`config.mk`:
```
export PLATFORM = sky130hd
export DESIGN_NAME = cache_ctrl
export DESIGN_NICKNAME = d
export VERILOG_FILES = /design/src/rtl/cache_pkg.sv /design/src/rtl/cache_ctrl.sv
export SDC_FILE = /design/constraint.sdc
export NUM_CORES = 1
export LEC_CHECK = 0
export ABC_AREA = 0
export BUFFER_PORTS_ARGS = -buffer_cell sky130_fd_sc_hd__clkbuf_2
export CAP_MARGIN = 15
export CELL_PAD_IN_SITES_DETAIL_PLACEMENT = 1
export CELL_PAD_IN_SITES_GLOBAL_PLACEMENT = 2
export CORE_AREA = 2 2 237 239
export CTS_CLUSTER_SIZE = 8
export DETAILED_ROUTE_END_ITERATION = 8
export DIE_AREA = 0 0 239 241
export PLACE_DENSITY = 0.53
export SYNTH_ARGS = -nofsm -noshare
export SYNTH_HDL_FRONTEND = slang
export SYNTH_SLANG_ARGS = --single-unit
export TNS_END_PERCENT = 30
```
`constraint.sdc`:
```
create_clock -name clk_g -period 10.7 [get_ports clk_g]
set_input_delay 3.21 -clock clk_g [delete_from_list [all_inputs] [get_ports clk_g]]
set_output_delay 3.21 -clock clk_g [all_outputs]
set_load 0.02 [all_outputs]
```
`src/rtl/cache_pkg.sv`:
```
package cache_pkg;

  // fixed geometry: 2 ways x 256 sets x 16-byte lines
  localparam int num_sets       = 256;
  localparam int index_w        = 8;
  localparam int tag_w          = 20;
  localparam int offset_w       = 4;
  localparam int words_per_line = 4;

  typedef logic [31:0]        word_t;
  typedef logic [index_w-1:0] index_t;
  typedef logic [tag_w-1:0]   tag_t;

  // word 0 in the low 32 bits
  typedef word_t [words_per_line-1:0] line_t;

  // byte address, or tag/index/offset fields
  // offset[3:2] picks the word, offset[1:0] unused
  typedef union packed {
    logic [31:0] raw;
    struct packed {
      tag_t                tag;
      index_t              index;
      logic [offset_w-1:0] offset;
    } f;
  } cache_addr_t;

  typedef enum logic [2:0] {
    s_idle    = 3'd0,
    s_lookup  = 3'd1,
    s_miss    = 3'd2,
    s_replace = 3'd3,
    s_refill  = 3'd4
  } state_t;

  // any nonzero value works
  localparam logic [3:0] lfsr_seed = 4'b1001;

endpackage

```
`src/rtl/cache_ctrl.sv`:
```
`timescale 1ns/1ns

module cache_ctrl (
  input  logic                   clk_g,
  input  logic                   resetn,
  input  logic                   valid,
  input  logic                   op,
  input  cache_pkg::cache_addr_t addr,
  input  logic [3:0]             wstrb,
  input  cache_pkg::word_t       wdata,
  input  logic                   hit,
  input  logic                   hit_way,
  input  cache_pkg::word_t       hit_word,
  input  logic                   victim_way,
  input  logic                   victim_dirty,
  input  cache_pkg::tag_t        victim_tag,
  input  cache_pkg::line_t       victim_line,
  input  logic                   wr_rdy,
  input  logic                   rd_rdy,
  input  logic                   ret_valid,
  input  logic                   ret_last,
  input  cache_pkg::word_t       ret_data,
  output cache_pkg::index_t      index,
  output logic                   rd_en,
  output cache_pkg::tag_t        req_tag,
  output logic [1:0]             word_sel,
  output logic                   rand_way,
  output logic [3:0]             way0_bank_we,
  output logic [3:0]             way1_bank_we,
  output logic [3:0]             byte_we,
  output cache_pkg::word_t       bank_wdata,
  output logic                   way0_tag_we,
  output logic                   way1_tag_we,
  output logic                   dirty_we0,
  output logic                   dirty_we1,
  output logic                   dirty_wdata,
  output logic                   addr_ok,
  output logic                   data_ok,
  output cache_pkg::word_t       rdata,
  output logic                   rd_req,
  output logic [31:0]            rd_addr,
  output logic                   wr_req,
  output logic [31:0]            wr_addr,
  output cache_pkg::line_t       wr_data
);
  import cache_pkg::*;

  state_t      state;
  state_t      state_nxt;
  cache_addr_t req_addr;
  logic        req_op;
  logic [3:0]  req_wstrb;
  word_t       req_wdata;
  logic        miss_way;
  logic [3:0]  lfsr;
  logic [1:0]  beat_cnt;
  logic        accept;
  logic        hit_store;
  logic        beat_hit;
  logic        fill_done;
  logic [3:0]  hit_bank_we;
  logic [3:0]  refill_bank_we;
  word_t       merged_word;

  assign accept = (state == s_idle) && valid;

  always_ff @(posedge clk_g) begin
    if (!resetn) begin
      state <= s_idle;
    end else begin
      state <= state_nxt;
    end
  end

  always_comb begin
    state_nxt = state;
    case (state)
      s_idle:    if (valid) state_nxt = s_lookup;
      s_lookup:  state_nxt = hit ? s_idle : s_miss;
      s_miss:    if (wr_rdy) state_nxt = s_replace;
      s_replace: if (rd_rdy) state_nxt = s_refill;
      s_refill:  if (ret_valid && ret_last) state_nxt = s_idle;
      default:   state_nxt = s_idle;
    endcase
  end

  always_ff @(posedge clk_g) begin
    if (accept) begin
      req_addr  <= addr;
      req_op    <= op;
      req_wstrb <= wstrb;
      req_wdata <= wdata;
    end
  end

  // victim fixed when the miss is detected
  always_ff @(posedge clk_g) begin
    if (!resetn) begin
      miss_way <= 1'b0;
    end else if (state == s_lookup && !hit) begin
      miss_way <= victim_way;
    end
  end

  // x^4 + x^3 + 1
  always_ff @(posedge clk_g) begin
    if (!resetn) begin
      lfsr <= lfsr_seed;
    end else begin
      lfsr <= {lfsr[2:0], lfsr[3] ^ lfsr[2]};
    end
  end

  always_ff @(posedge clk_g) begin
    if (!resetn) begin
      beat_cnt <= 2'd0;
    end else if (state == s_replace && rd_rdy) begin
      beat_cnt <= 2'd0;
    end else if (state == s_refill && ret_valid) begin
      beat_cnt <= beat_cnt + 2'd1;
    end
  end

  // ways read their storage on the accepting edge
  assign index    = (state == s_idle) ? addr.f.index : req_addr.f.index;
  assign rd_en    = accept;
  assign req_tag  = req_addr.f.tag;
  assign word_sel = req_addr.f.offset[3:2];

  // held after lookup so the merge keeps naming the same victim
  assign rand_way = (state == s_lookup) ? lfsr[0] : miss_way;

  assign hit_store      = (state == s_lookup) && hit && req_op;
  assign beat_hit       = (state == s_refill) && ret_valid && (beat_cnt == word_sel);
  assign fill_done      = (state == s_refill) && ret_valid && ret_last;
  assign hit_bank_we    = (hit_store && |req_wstrb) ? (4'b0001 << word_sel) : 4'b0000;
  assign refill_bank_we = (state == s_refill && ret_valid) ? (4'b0001 << beat_cnt) : 4'b0000;

  always_comb begin
    for (int k = 0; k < 4; k++) begin
      merged_word[8*k +: 8] = req_wstrb[k] ? req_wdata[8*k +: 8] : ret_data[8*k +: 8];
    end
  end

  assign way0_bank_we = hit_way ? refill_bank_we & {4{!miss_way}}
                                : hit_bank_we | (refill_bank_we & {4{!miss_way}});
  assign way1_bank_we = hit_way ? hit_bank_we | (refill_bank_we & {4{miss_way}})
                                : refill_bank_we & {4{miss_way}};

  assign byte_we    = (state == s_refill) ? 4'hf : req_wstrb;
  assign bank_wdata = (state != s_refill)             ? req_wdata :
                      (req_op && beat_cnt == word_sel) ? merged_word :
                      ret_data;

  assign way0_tag_we = fill_done && !miss_way;
  assign way1_tag_we = fill_done && miss_way;
  assign dirty_we0   = (hit_store && !hit_way) || way0_tag_we;
  assign dirty_we1   = (hit_store && hit_way) || way1_tag_we;
  assign dirty_wdata = req_op;

  assign addr_ok = (state == s_idle);
  assign data_ok = ((state == s_lookup) && hit) || beat_hit;
  assign rdata   = (state == s_refill) ? ret_data : hit_word;

  assign rd_req  = (state == s_replace);
  assign rd_addr = {req_addr.f.tag, req_addr.f.index, {offset_w{1'b0}}};
  assign wr_req  = (state == s_miss) && wr_rdy && victim_dirty;
  assign wr_addr = {victim_tag, req_addr.f.index, {offset_w{1'b0}}};
  assign wr_data = victim_line;

  // one writeback pulse per miss, then the line is requested
  a_wr_req_pulse: assert property (
    @(posedge clk_g) disable iff (!resetn)
    wr_req |=> !wr_req && rd_req
  ) else $error("wr_req not followed by rd_req");

  a_data_ok_pulse: assert property (
    @(posedge clk_g) disable iff (!resetn)
    data_ok |=> !data_ok
  ) else $error("data_ok high for more than one cycle");

  // beats only arrive after the read request has been taken
  a_ret_after_req: assert property (
    @(posedge clk_g) disable iff (!resetn)
    ret_valid |-> (state == s_refill) && !rd_req
  ) else $error("ret_valid outside refill, state %0d", state);

endmodule

```
Word-level counts from Yosys, hierarchy flattened

Cells that the tools add are included.

Shift operators: 2
Add/sub/neg operators: 1
Bitwise logic cells: 6
Order comparisons: 0
Multipliers: 0
Reduce and logical (&&, ||, !) cells: 27
Muxes and demuxes: 20
Equality and inequality tests: 10
Divide/modulo/power cells: 0

Operators with widths:

| kind                                                               | count |
|---|---|
| 32-bit two-way mux                                                 | 3 |
| 8-bit two-way mux                                                  | 5 |
| 4-bit two-way mux                                                  | 5 |
| 1-bit logical AND                                                  | 17 |
| 3-bit case mux with 5 select lines                                 | 1 |
| 3-bit two-way mux                                                  | 4 |
| 4-bit bitwise AND                                                  | 2 |
| 2-bit inequality test (second input constant)                      | 4 |
| 4-bit bitwise OR                                                   | 2 |
| 1-bit by 2-bit << shifter with 4-bit output (first input constant) | 2 |
| 3-bit by 2-bit == test with 1-bit output (second input constant)   | 2 |
| 4-bit AND reduction                                                | 1 |
| 4-bit OR reduction                                                 | 1 |
| 3-bit by 1-bit == test with 1-bit output (second input constant)   | 1 |
| 3-bit == test (second input constant)                              | 1 |
| 1-bit logical NOT                                                  | 3 |
| 3-bit logical NOT                                                  | 1 |
| 1-bit logical OR                                                   | 3 |
| 3-bit inequality test (second input constant)                      | 1 |
| 2-bit by 1-bit adder with 2-bit output (second input constant)     | 1 |
| 2-bit == test                                                      | 1 |
| 2-bit two-way mux                                                  | 1 |
| 2-bit OR reduction                                                 | 1 |
| 1-bit two-way mux                                                  | 1 |
| other kinds (2)                                                    | 2 |

Logic and storage cells: 74
Memories kept: 0
Memory bits (writable): 0
Bits in latches: 0
Bits in registers: 79
Input bits: 292
Bits in read-only memories: 0

Longest topological paths before layout

Depth in word-level cells: 7
Depth in mapped cells: 6

Least setup slack after synthesis

OpenSTA, ideal clock, no wires.

Kind: input-to-output
From: in valid
To: out rd_en
Slack: 2.576 ns
Path buffers: 0
Stages on the path: 1
Data arrival time: 4.914 ns
Cell sequence: and2_1

Word-level cells in the longest chain between the ends: 1

Ends and longest elaborated chain:

| element           | line             | RTL |
|---|---|---|
| start, declared   | cache_ctrl.sv:6  | `input logic valid,` |
| 1-bit logical AND | cache_ctrl.sv:65 | `assign accept = (state == s_idle) && valid;` |
| end, declared     | cache_ctrl.sv:24 | `output logic rd_en,` |

Every way passes these cells.

Worst setup path in the final report

From: in ret_valid
To: out way1_bank_we[1]

Word-level cells in the longest chain between the ends: 5

Ends and longest elaborated chain:

| element             | line                                 | RTL |
|---|---|---|
| start, declared     | cache_ctrl.sv:20                     | `input logic ret_valid,` |
| 1-bit logical AND * | cache_ctrl.sv:137                    | `assign refill_bank_we = (state == s_refill && ret_valid) ? (4'b0001 << beat_cnt) : 4'b0000;` |
| 4-bit two-way mux * | cache_ctrl.sv:137                    |  |
| 4-bit bitwise AND * | cache_ctrl.sv:147, cache_ctrl.sv:148 |  |
| 4-bit bitwise OR    | cache_ctrl.sv:147                    | `assign way1_bank_we = hit_way ? hit_bank_we \| (refill_bank_we & {4{miss_way}})` |
| 4-bit two-way mux * | cache_ctrl.sv:147                    |  |
| end, declared       | cache_ctrl.sv:29                     | `output logic [3:0] way1_bank_we,` |

Mark *: on every way between the ends. The rest lies on a longest branch, timed or not.

==> metrics.md <==
| Metric | Value |
|---|---|
| Category of the worst setup path capture point | output port |
| Die width | ~240 µm |
| DP HPWL | slightly above 20 mm |
| Worst hold slack | roughly 0.44 ns |
| Max Transition Viols Final | 0 |
| Max-cap violation count | 0 |
| Count of warnings emitted by yosys | 0 |
| Cell Pwr Density | roughly 140 nW/µm² |
| Worst slew margin relative to its limit | 31.57% |
| Slowest stage cell on the critical path | nor3b_1 |
| Layout cell share with drive strength beyond 1 | between 50 and 60% |
| Final-layout setup total negative slack | 0 ns |
| Status | finished, final reports clean |
| TritonRoute pass-1 iters | 4 |
| Largest incremental delay on the critical path | 0.75 ns |
| Number of sinks handled by clock tree synthesis | just under 80 |
| Post-route fraction of the period consumed by the critical path | between 70% and 80% |
| Post-synth EDFFs | 67 |
| Number of buffers inserted by port buffering | between 200 and 300 |
| Fraction of the yosys area taken by sequential cells | between 40% and 50% |
| Avg Inst Size Synth | between 10 and 15 µm² |
| Skew final | 0.01149 ns |
| Overall die area | 57,600 µm² |
| Final critical-path required period | roughly 7.8 ns |
| Final hold violations | 0 |
| Detailed-route wire length per cell | 18.52 µm |
| Category of the most critical setup path | in2out |
| Deepest clock path buffer count | 2 |
| Vertical extent of the die | ~240 µm |
| Clock tree from TritonCTS | built |
| Worst endpoint required time | 7.49 ns |
| Diodes inserted | 0 |
| Overflow left after global routing | 0 |
| Delay-heaviest family, CP | simple AND/OR/NAND/NOR gates |
| Setup violators final | 0 |
| Worst min path class | reg2reg |
| Global placement routability congestion | 0.6934 |
| Overall power consumption | ~910 µW |
| Worst-case setup slack after placement | approximately 2.8 ns |
| Crit path buf inv count | 2 |
| Number of CTS-inserted buffers | 9 |
| Cell chain of the critical path | clkbuf_2 -> nor3b_1 -> nand2_1 -> o22ai_1 -> clkbuf_2 |
| CTS Root Buffer Type | clkbuf_16 |
| Global-route wire length before repair | 31.91 mm |
| Number of hold-repair buffers added at the cts stage | 0 |
| Post-CTS Setup Inserts | 0 |
| Vias post-DR | just under 4,000 |
| ANT nets after route | 0 |
| H-tree level count | 3 |
| Vias in the first global route | between 4,000 and 5,000 |
| Fraction of synthesis flops using an asynchronous set or reset pin | 0% |
| Largest net degree at the start of global routing | between 60 and 70 |
| Slew at the pin closest to its max-slew limit | 1.021 ns |
| Starting density of the core | under 10% |
| Slack of the critical path | roughly 2.9 ns |
| Vias per Instance | 2.952 |
| Prevailing post-synth register cell | edfxtp_1 |
| Num rows | 86 |
| VDD IR-drop max | 0.00005737 V |
| Leak pwr | 0.002765 µW |
| GRT Resource Usage Total | around 8% |
| Total Wirelength | between 20 and 25 mm |
| Syn Std Cell Area | 5127 µm² |
| Resized Gates After CTS | 0 |
| Crit path max fanout | 8 |
| Highest clock rate | approximately 130 MHz |
| Crit path DAT | about 4.6 ns |
| Core outline area | around 55,000 µm² |
| Latest clock arrival within the worst-skew pair | approximately 0.37 ns |
| Detailed-route DRC error count | 0 |
| Top-level I/O count | 601 |
| Net count, final | between 900 and 1,000 |
| Synthesized instance count | slightly below 500 |
| Area growth syn-to-layout | 25.84% |
| Startpoint type of the worst setup path | primary input |
| Initial detailed-routing violation count | 106 |
| Clock-pin slew on the worst setup and hold paths | approximately 0.070 ns |
| Post-synthesis sequential element count | 77 |
| RSZ-0062 raised after global routing | false |
| Antenna violations before repair | 2 |
| CP dominant cell by count | clkbuf_2 |
| Library cells used by synthesis | 40 |
path summary, 6_finish.rpt:
| check | cells after the start | slack, ns | endpoint | startpoint |
|---|---|---|---|---|
| worst max-delay path | 5 | 2.88 | way1_bank_we[1] | ret_valid |
| worst min-delay path | 1 | 0.44 | lfsr[2] | lfsr[1] |
| worst max register to register | 3 | 7.79 | req_wdata[18] | state[2] |
| worst min register to register | 1 | 0.44 | lfsr[2] | lfsr[1] |
synth_stat cells, drive strengths merged (2+ instances only):
library cell | instances | share of area, %
buf | 189 | 27
nand2 | 110 | 8.1
edfxtp | 67 | 39
mux2 | 40 | 8.8
dfxtp | 10 | 3.9
clkbuf | 7 | 0.51
nand2b | 7 | 0.85
o22ai | 5 | 0.61
a41oi | 4 | 2.1
and2 | 4 | 0.49
ha | 4 | 0.98
nand3 | 4 | 0.39
nor2 | 4 | 0.29
nor3b | 4 | 0.68
xnor2 | 4 | 0.98
inv | 3 | 0.22
mux2i | 3 | 0.59
nand4b | 3 | 0.51
nor3 | 3 | 0.39
o21ai | 3 | 0.29
and3b | 2 | 0.34
nor2b | 2 | 0.24
o31ai | 2 | 0.29
worst register-to-register path: cells and delay by family, from the launching register on:
family,cells,cell delay [ns]
flops,1,0.45
buf+inv,1,0.68
simple gates,2,1.28
logic make-up (layout without fill, tap and decap cells):
| group | count (synthesis) | in the layout | synth area share, % |
|---|---|---|---|
| flip-flops | 77 | 77 | 43.14 |
| multiplexers | 43 | 43 | 9.370 |
| XOR/XNOR | 4 | 4 | 0.9761 |
| buffers and inverters | 199 | 316 | 28.14 |
| AND/OR/NAND/NOR | 148 | 148 | 13.18 |
| adder cells (fa/ha/maj) | 4 | 4 | 0.9761 |
| AO/OA/AOI/OAI | 19 | 19 | 4.148 |
| other | 1 | 8 | 0.07314 |
placed cells by master (no fill, tap or decap), types with 3 or more instances in the layout:
cell type	instances
nand2b_1	7
nor3b_1	3
mux2i_1	3
nand4b_1	3
dfxtp_1	10
o22ai_1	5
o21ai_0	3
ha_1	4
nand2_1	110
and2_1	3
conb_1	8
nor2_1	4
buf_4	3
edfxtp_1	67
clkbuf_16	9
mux2_2	38
inv_1	3
clkbuf_2	294
a41oi_4	4
bufinv_16	3
nand3_1	4
final cells by class:
type,count,area (µm²)
clock buffer,11,232.7
clock inverter,5,107.6
fill,6579,48430
inverter,3,11.26
multi-input combinational,226,1514
sequential,77,2212
tap,704,880.8
timing repair buffer,297,1494
metrics by stage:
stage / std cells / cell area [µm²] / util, %
global placement: 1307 / 6112 / 11.14
CTS: 1323 / 6452 / 11.76
finish: 1323 / 6452 / 11.76
global route: 1323 / 6452 / 11.76
floorplan: 502 / 5154 / -
detailed placement: 1307 / 6112 / 11.14
per-layer routing:
metal / track usage [%] / vias to the layer above / routed length, µm
met3: 4.918 / 110 / 3494
li1: - / 1706 / -
met1: 7.440 / 1739 / 7681
met2: 13.93 / 351 / 11930
met4: 5.152 / 0 / 1395
met5: 0.08418 / - / 0
power breakdown:
part	switching, µW	internal, µW	total [µW]
combinational	106	59.9	165
sequential	14.7	352	367
clock	144	230	374
flip-flops by register name (all words and copies together) (netlist names):
| name | flops |
|---|---|
| beat_cnt | 2 |
| dirty_wdata | 1 |
| lfsr | 4 |
| miss_way | 1 |
| req_addr | 30 |
| req_wdata | 32 |
| req_wstrb | 4 |
| state | 3 |
Power figures use the tool's default switching activity.
