==> src/rtl/cache_pkg.sv <==
package cache_pkg;

  // fixed geometry: 2 ways x 256 sets x 16-byte lines
  localparam int num_sets       = 256;
  localparam int index_w        = 8;
  localparam int tag_w          = 20;
  localparam int offset_w       = 4;
  localparam int words_per_line = 4;

  typedef logic [31:0]        word_t;
  typedef logic [index_w-1:0] index_t;
  typedef logic [tag_w-1:0]   tag_t;

  // word 0 in the low 32 bits
  typedef word_t [words_per_line-1:0] line_t;

  // byte address, or tag/index/offset fields
  // offset[3:2] picks the word, offset[1:0] unused
  typedef union packed {
    logic [31:0] raw;
    struct packed {
      tag_t                tag;
      index_t              index;
      logic [offset_w-1:0] offset;
    } f;
  } cache_addr_t;

  typedef enum logic [2:0] {
    s_idle    = 3'd0,
    s_lookup  = 3'd1,
    s_miss    = 3'd2,
    s_replace = 3'd3,
    s_refill  = 3'd4
  } state_t;

  // any nonzero value works
  localparam logic [3:0] lfsr_seed = 4'b1001;

endpackage

==> src/rtl/way_merge.sv <==
`timescale 1ns/1ns

module way_merge (
  input  cache_pkg::tag_t   tag0,
  input  logic              valid0,
  input  logic              dirty0,
  input  cache_pkg::line_t  line0,
  input  cache_pkg::tag_t   tag1,
  input  logic              valid1,
  input  logic              dirty1,
  input  cache_pkg::line_t  line1,
  input  cache_pkg::tag_t   req_tag,
  input  logic [1:0]        word_sel,
  input  logic              rand_way,
  output logic              hit,
  output logic              hit_way,
  output cache_pkg::word_t  hit_word,
  output logic              victim_way,
  output logic              victim_dirty,
  output cache_pkg::tag_t   victim_tag,
  output cache_pkg::line_t  victim_line
);
  import cache_pkg::*;

  logic hit0;
  logic hit1;

  assign hit0 = valid0 && (tag0 == req_tag);
  assign hit1 = valid1 && (tag1 == req_tag);

  assign hit      = hit0 || hit1;
  assign hit_way  = hit1;
  assign hit_word = hit1 ? line1[word_sel] : line0[word_sel];

  // fill empty ways first, way 0 before way 1
  assign victim_way = !valid0 ? 1'b0 :
                      !valid1 ? 1'b1 :
                      rand_way;

  // an invalid line never needs writing back
  assign victim_dirty = victim_way ? (valid1 && dirty1) : (valid0 && dirty0);
  assign victim_tag   = victim_way ? tag1 : tag0;
  assign victim_line  = victim_way ? line1 : line0;

  // same tag installed in both ways would mean a broken refill
  always_comb begin
    a_single_hit: assert (!(hit0 && hit1))
      else $error("both ways hit tag %h", req_tag);
  end

endmodule

==> config.mk <==
export PLATFORM = sky130hd
export DESIGN_NAME = way_merge
export DESIGN_NICKNAME = d
export VERILOG_FILES = /design/src/rtl/cache_pkg.sv /design/src/rtl/way_merge.sv
export SDC_FILE = /design/constraint.sdc
export NUM_CORES = 1
export LEC_CHECK = 0
export BUFFER_PORTS_ARGS = -buffer_cell sky130_fd_sc_hd__buf_2
export CORE_AREA = 3 3 198 200
export DETAILED_ROUTE_END_ITERATION = 7
export DIE_AREA = 0 0 201 203
export PLACE_DENSITY = 0.47
export SETUP_SLACK_MARGIN = 0.15
export SLEW_MARGIN = 20
export SYNTH_ARGS = -nofsm -noshare
export SYNTH_HDL_FRONTEND = slang
export SYNTH_SLANG_ARGS = --single-unit
==> constraint.sdc <==
create_clock -name vclk -period 3.5
set_clock_uncertainty 0.1 [all_clocks]
set_input_delay 0.875 -clock vclk [all_inputs]
set_output_delay 0.875 -clock vclk [all_outputs]
set_load 0.03 [all_outputs]
# Yosys cells after proc, flatten, opt, wreduce, memory -nomap -nowiden
# Index checks and enable logic that the tools add are counted.
# word_totals
reg_bits,0
out_inout_bits,184
wordCells,18
# classes
magnitude_cmp,1
eq_ne,2
muxes,10
n_reduce_logical,5
# ops
op,count
$bmux 32 s2,2
$mux 128,1
$mux 32,3
$eq 20x20->1,2
$mux 20,1
$logic_and 1x1->1,4
$lt 2x3->1 const B,1
$mux 1,3
$logic_or 1x1->1,1

# Depth between registers and ports, before layout
# Gate-level depths: netlist (run 1).
# logic_depth
ltp_word,3
ltp_mapped,7
mapped_depth_nobuf,5

# Least setup slack after synthesis (run 1)
# Ideal clock, no wire load.
# synth_timing
kind,input-to-output
from,input port tag1[9]
to,output port hit_word[10]
arrival_ns,2.571
required_ns,2.525
setup_slack_ns,-0.046
cell_stages,7
n_path_buf,2
cell_sequence,xor2_1 nor4_4 nand4_1 or4_1 buf_6 buf_12 mux2_4
# synth_via
elab_chain_len,3
# synth_rtl
element,line_no,rtl
start: declaration,way_merge.sv:8,"input cache_pkg::tag_t tag1,"
$eq 20x20->1,way_merge.sv:29,assign hit1 = valid1 && (tag1 == req_tag);
$logic_and 1x1->1,way_merge.sv:29,
$mux 32,way_merge.sv:33,assign hit_word = hit1 ? line1[word_sel] : line0[word_sel];
end: declaration,way_merge.sv:17,"output cache_pkg::word_t hit_word,"
# No other way between the ends.

# Worst setup path after layout (run 1)
# layout_timing
from,input port tag1[1]
to,output port hit_word[14]
# The elaborated chain is that of the path after synthesis.

==> results.cfg, run 1 <==
[status]
status = finished with violations
violations = negative setup slack

[logic_synthesis]
synth-seq-area-share = 0
synth_area_leaders = nand2_1, mux4_2, mux2_4, xnor2_1, clkbuf_1
avgSynthCellArea_um2 = 6.65
yosys_warnings = 0
netlist_area_um2 = 4390
synth_cell_types = 28
netlist_instances = 660
yosys.area.top_type = nand2_1
syn_nets = 983
post-synth-top-area-fraction = 0.383

[timing]
fmax_ghz = 0.261
slew_headroom = 0.717
tightest_slew_ns = 0.425
finalSetupTns_ns = -9.94
timing.hold.ws_ns = 2.00
slew_violations = 0
worst_slack_ns = -0.325
rsz0062_at_grt = yes
fin_crit_sh = 1.09
hold_viol = 0
period_needed_ns = 3.82
setup_viol = 32

[grt]
grt_pass1_vias = 7046
grt_max_degree = 83
grt_use_total = 0.129
antenna_found_initial = 1
grt_first_pass_wirelength_mm = 41.7
overflow = 0

[routing]
ant_nets = 0
dr.pass1.iters = 4
drt-wirelength-per-cell_um = 17.1
via_count = 6733
drc = 0
first_iter_violations = 397
wirelength_mm = 28.7
vias_per_cell = 4.02

[cells_and_area]
multi_input_area_um2 = 4210
instances_no_fill = 1675
nets = 1489
fillers = 4319
diodes = 0
clock_buffers = 0
syn2layout_area_growth_pct = 83.6
layout_common_cells = buf_2, nand2_1, mux4_2, buf_4, mux2_4
final_common_cell = buf_2
drive_gt1_frac = 0.570
stdcell_area_um2 = 8050
n_sequential_cell = 0
seq_area_um2 = 0

[place]
dpl.cell_count = 1675
finalWeightedCongestion = 0.970
io_buffers = 507
place_ws_ns = -0.639
detailedPlacementHpwl_mm = 25.4
placed_area_um2 = 7880

[die]
core_area_um2 = 37600
dieArea_um2 = 40800
fp.dieH_um = 203
start_util = 0.117
die_x_um = 201
rows = 71
io_pins = 507

[setup_path]
cp_slowest_cell = or4_4
end_kind = output port
worst-path-buf-inv = 3
start_kind = input port
path_max_fanout = 16
cp_top_family = simple AND/OR/NAND/NOR gates
worstPathArrival_ns = 2.85
cp.required_ns = 2.52
max_stage_delay_ns = 0.54
crit_type = in -> out
path_cells = buf_2 > xor2_2 > nor4_4 > nand4_1 > or4_4 > buf_12 > mux2_4 > buf_4

[flow_run]
maxCapViolations = 0

[min_path]
min_from = line1[5]
hold_path_class = in -> out
hold_depth = 4
min_to = victim_line[5]

[power]
p_per_area_nw_per_um2 = 191
p_leak_uw = 0.00458
peakVddDrop_mv = 0.0903

[clock_network]
cts_hold_buf = 0
[routing by layer]
metal | track usage | vias up | part of all wire
met1 | 0.162 | 3137 | 0.40
li1 | - | 3207 | -
met3 | 0.0261 | 30 | 0.085
met2 | 0.227 | 359 | 0.49
met4 | 0.0279 | 0 | 0.024
met5 | 0 | - | 0
[synthesized netlist by cell type (all sizes together)]
library cell and number:
nor3b 1, and4 1, o21ai 1, clkinv 1, buf 14, nor4b 1
mux2i 1, mux2 32, nor3 2, a41o 1, mux4 64, or2b 1
clkbuf 36, nor2 1, xnor2 25, inv 1, xor2 15, or4 1
and4b 1, nand3 1, nand2 448, nand4 6, nor4 5
[repair_timing]
item,4_1_cts,5_1_grt
gates resized for setup,40,14
pin swaps,0,1
setup endpoints to repair,32,33
buffers inserted,0,0
[layout make-up]
cell class / instances / share of cell area
Inverter: 2 / 0.00124
Multi-Input combinational cell: 608 / 0.523
Tap cell: 511 / 0.0794
Timing Repair Buffer: 554 / 0.397
[power breakdown]
part | total, µW | internal, µW | switching, µW
Clock | 0 | 0 | 0
Sequential | 0 | 0 | 0
Combinational | 1540 | 618 | 919
Total | 1540 | 618 | 919
[logic make-up after synthesis]
logic type / Yosys count / share of synthesized area
AOI/OAI and AO/OA: 2 / 0.00342
xor gates and xnor gates: 40 / 0.0799
buffers and inverters: 52 / 0.0579
muxes: 97 / 0.439
and+or+nand+nor: 469 / 0.420
[worst max-delay path by stage]
stage                 from  slack (ns)  depth (start not counted)            to
6_report           tag1[1]       -0.32                          8  hit_word[14]
3_3_place_gp       tag1[6]       -0.59                          8  hit_word[19]
2_1_floorplan      tag1[2]       0.005                          7  hit_word[10]
4_1_cts        req_tag[19]       -0.33                          8  hit_word[16]
3_5_place_dp       tag1[6]       -0.64                          8  hit_word[17]
5_1_grt            tag1[1]       -0.38                          8  hit_word[14]
[per-stage QoR]
step	power [µW]	utilization
finish	1540	0.214
global route	1640	0.214
CTS	1530	0.213
detailed placement	1500	0.210
global placement	1500	0.210
floorplan	871	-
[worst min-delay path, cell delays in order]
cell and delay [ns]:
buf_2 0.08, nand2_1 0.04, nand2_1 0.04, buf_2 0.18
Note: power is estimated with default switching activity, not from simulation.
==> run 2: changes to the inputs <==
--- a/config.mk
+++ b/config.mk
@@ -6,10 +6,12 @@
 export NUM_CORES = 1
 export LEC_CHECK = 0
 export BUFFER_PORTS_ARGS = -buffer_cell sky130_fd_sc_hd__buf_2
-export CORE_AREA = 3 3 198 200
+export CELL_PAD_IN_SITES_DETAIL_PLACEMENT = 0
+export CELL_PAD_IN_SITES_GLOBAL_PLACEMENT = 1
+export CORE_AREA = 3 3 197 199
 export DETAILED_ROUTE_END_ITERATION = 7
-export DIE_AREA = 0 0 201 203
-export PLACE_DENSITY = 0.47
+export DIE_AREA = 0 0 200 202
+export PLACE_DENSITY = 0.65
 export SETUP_SLACK_MARGIN = 0.15
 export SLEW_MARGIN = 20
 export SYNTH_ARGS = -nofsm -noshare
==> run 2 against run 1 <==
Net effect: the run still ends with negative setup slack left; global-route usage increased by 0.12 points; via count increased by 1.2%; flip-flop and latch count unchanged; worst hold slack better by 0.0029 ns; first-iteration DRC count is 38% lower; cell area is 3.2% higher.
==> results.cfg, run 2 (synthesized netlist as in run 1, its figures left out) <==
[timing]
rsz0062_at_grt = yes
setup_viol = 32
slew_violations = 0
finalSetupTns_ns = -9.63
timing.hold.ws_ns = 2.00
fmax_ghz = 0.261
worst_slack_ns = -0.328
tightest_slew_ns = 0.414
period_needed_ns = 3.83
fin_crit_sh = 1.09
slew_headroom = 0.723
hold_viol = 0

[cells_and_area]
final_common_cell = buf_2
diodes = 0
stdcell_area_um2 = 8320
n_sequential_cell = 0
drive_gt1_frac = 0.578
instances_no_fill = 1682
clock_buffers = 0
fillers = 4259
layout_common_cells = buf_2, nand2_1, mux4_2, buf_4, mux2_4
syn2layout_area_growth_pct = 89.6
nets = 1496
seq_area_um2 = 0

[min_path]
hold_path_class = in -> out
hold_depth = 4

[power]
power_uw = 1570
p_per_area_nw_per_um2 = 189
p_leak_uw = 0.00469
peakVddDrop_mv = 0.0794

[setup_path]
end_kind = output port
start_kind = input port
path_max_fanout = 12
critical_path_cell_count = 7
max_stage_delay_ns = 0.66
cp.required_ns = 2.52
path_cells = buf_2 > xnor2_2 > or2b_2 > or4_4 > buf_12 > mux2_4 > buf_2
crit_path_frequent_cell = buf_2
cp_slowest_cell = or4_4
cp_top_family = simple AND/OR/NAND/NOR gates
crit_type = in -> out
worstPathArrival_ns = 2.85
worst-path-buf-inv = 3

[die]
die_x_um = 200
rows = 71
dieArea_um2 = 40400
start_util = 0.117
core_area_um2 = 37400
fp.dieH_um = 202
io_pins = 507

[grt]
use_met3 = 0.0215
grt_first_pass_wirelength_mm = 41.1
grt_pass1_vias = 6902
gr-usage-met1 = 0.152
top_usage_layer = met2
met2_usage = 0.241
grt_max_degree = 72
antenna_found_initial = 1
grt_use_total = 0.130
overflow = 0

[routing]
ant_nets = 0
vias_per_cell = 4.05
drt-wirelength-per-cell_um = 17.5
first_iter_violations = 246
wirelength_mm = 29.4
drc = 0
via_count = 6816
dr.pass1.iters = 6

[flow_run]
maxCapViolations = 0

[place]
placed_area_um2 = 7840
dpl.cell_count = 1672
detailedPlacementHpwl_mm = 24.8
finalWeightedCongestion = 0.921
io_buffers = 507

[status]
violations = negative setup slack
status = finished with violations
## run 2: layer usage
metal	vias to the layer above	part of all wire
met2	378	0.50
met4	2	0.036
met1	3170	0.38
met3	46	0.083
met5	-	0.00048
li1	3220	-
## run 2: per-stage QoR
step / utilization / setup WS, ns
final: 0.222 / -0.328
after global routing: 0.222 / -0.384
after CTS: 0.218 / -0.347
after detailed placement: 0.210 / -0.551
after global placement: 0.210 / -0.537
after floorplan: - / 0.00496
## run 2: what timing repair did
action,CTS,global route
buffers inserted,3,3
pin swaps,2,1
endpoints found under the setup margin,32,61
hold buffers,0,0
resized for setup,62,15
endpoints found under the hold margin,0,0
gates cloned,2,2
## run 2: tightest hold or removal path: stages
cell and delay (ns):
buf_2 0.08, nand2_1 0.04, nand2_1 0.04, buf_2 0.18
## run 2: area by class of cell
cell class         instances  area (µm²)  share of cell area
multi-input cells        608        4300               0.517
repair buffers           561        3370               0.405
well taps                511         639              0.0769
inverters                  2        10.0             0.00120
## run 2: path summary, 6_finish.rpt
check	startpoint	endpoint	slack [ns]
setup / recovery	tag1[5]	hit_word[23]	-0.33
hold / removal	line1[54]	victim_line[54]	2.00
## run 2: where the power goes
part / internal (µW) / leakage, µW / switching (µW) / total, µW
Sequential: 0 / 0 / 0 / 0
Clock: 0 / 0 / 0 / 0
Combinational: 637 / 0.00469 / 935 / 1570
Total: 637 / 0.00469 / 935 / 1570
==> run 3: changes to the inputs <==
--- a/config.mk
+++ b/config.mk
@@ -12,7 +12,7 @@
 export DETAILED_ROUTE_END_ITERATION = 7
 export DIE_AREA = 0 0 200 202
 export PLACE_DENSITY = 0.65
-export SETUP_SLACK_MARGIN = 0.15
+export SETUP_SLACK_MARGIN = 0.05
 export SLEW_MARGIN = 20
 export SYNTH_ARGS = -nofsm -noshare
 export SYNTH_HDL_FRONTEND = slang
==> run 3 against run 2 <==
Net effect: power shrank 1.6%; critical path depth grew 1; setup slack got worse by 0.0023 ns; the run still ends with negative setup slack left; die area unchanged.
==> results.cfg, run 3 (synthesized netlist as in run 1, its figures left out) <==
[setup_path]
start_kind = input port
cp_slowest_cell = or4_4
crit_path_end = hit_word[23]
max_stage_delay_ns = 0.56
end_kind = output port
path_cells = buf_2 > xor2_1 > nor4_4 > nand4_1 > or4_4 > buf_12 > mux2_4 > buf_2
crit_type = in -> out
path_max_fanout = 12
worstPathArrival_ns = 2.86
crit_path_frequent_cell = buf_2
crit_path_start = tag1[1]
cp.required_ns = 2.52

[grt]
grt_first_pass_wirelength_mm = 41.2
grt_max_degree = 72
antenna_found_initial = 1
gr-usage-met1 = 0.152
met2_usage = 0.241
top_usage_layer = met2
use_met3 = 0.0212
grt_pass1_vias = 6910
overflow = 0
grt_use_total = 0.130

[cells_and_area]
diodes = 0
drive_gt1_frac = 0.573
nets = 1491
seq_area_um2 = 0
stdcell_area_um2 = 8170
n_sequential_cell = 0
clock_buffers = 0
fillers = 4271
final_common_cell = buf_2
post-route-util = 0.219
layout_common_cells = buf_2, nand2_1, mux4_2, buf_4, mux2_4
syn2layout_area_growth_pct = 86.3

[routing]
vias_per_cell = 4.01
wirelength_mm = 28.8
drt-wirelength-per-cell_um = 17.2
drc = 0
via_count = 6730
ant_nets = 0
first_iter_violations = 215
dr.pass1.iters = 4

[place]
io_buffers = 507
placed_area_um2 = 7840
finalWeightedCongestion = 0.921
place_ws_ns = -0.551
detailedPlacementHpwl_mm = 24.8

[power]
p_leak_uw = 0.00462
p_per_area_nw_per_um2 = 189
power_uw = 1550
peakVddDrop_mv = 0.0794

[die]
start_util = 0.117
rows = 71
core_area_um2 = 37400
dieArea_um2 = 40400
die_x_um = 200
io_pins = 507
fp.dieH_um = 202

[timing]
timing.hold.ws_ns = 2.00
hold_viol = 0
period_needed_ns = 3.83
fin_crit_sh = 1.09
tightest_slew_ns = 0.415
fmax_ghz = 0.261
rsz0062_at_grt = yes
slew_headroom = 0.722
slew_violations = 0
worst_slack_ns = -0.330
setup_viol = 32

[flow_run]
maxCapViolations = 0

[min_path]
min_from = line1[54]
hold_path_class = in -> out

[clock_network]
cts_hold_buf = 0

[status]
status = finished with violations
violations = negative setup slack
-- run 3: worst min path at each step --
stage | end | slack (ns) | depth (start not counted)
after floorplan | hit_way | 1.78 | 2
after global placement | victim_line[82] | 2.00 | 4
after detailed placement | victim_line[54] | 2.00 | 4
after CTS | victim_line[55] | 2.00 | 4
after global routing | victim_line[11] | 2.01 | 4
final | victim_line[54] | 2.00 | 4
-- run 3: critical path: cells and delay by family --
family	cells	cell delay, ns
multiplexers	1	0.30
AND/OR/NAND/NOR	3	0.96
buffers and inverters	3	0.50
XOR/XNOR	1	0.21
-- run 3: cell type report --
type	count	area (µm²)	share of cell area
multi-input cells	608	4250	0.521
repair buffers	556	3270	0.400
inverters	2	10.0	0.00122
well taps	511	639	0.0782
-- run 3: power breakdown --
group	leakage, µW	total, µW	switching, µW	internal (µW)
Combinational	0.00462	1550	925	622
Sequential	0	0	0	0
Clock	0	0	0	0
-- run 3: metrics by stage --
stage               setup TNS, ns  cells
floorplan                       0    660
global placement           -16.36   1672
detailed placement         -16.87   1672
finish                      -9.66   1677
CTS                        -10.05   1677
global route               -11.42   1677
-- run 3: metal layers --
metal / vias up / share of wire
met3: 42 / 0.081
met4: 2 / 0.034
met5: - / 0.00049
met1: 3110 / 0.38
li1: 3213 / -
met2: 363 / 0.50
-- run 3: what timing repair did --
item | CTS | global route
buffers inserted | 3 | 0
endpoints found under the setup margin | 32 | 33
resized for setup | 61 | 5
gates cloned | 2 | 0
pin swaps | 1 | 1
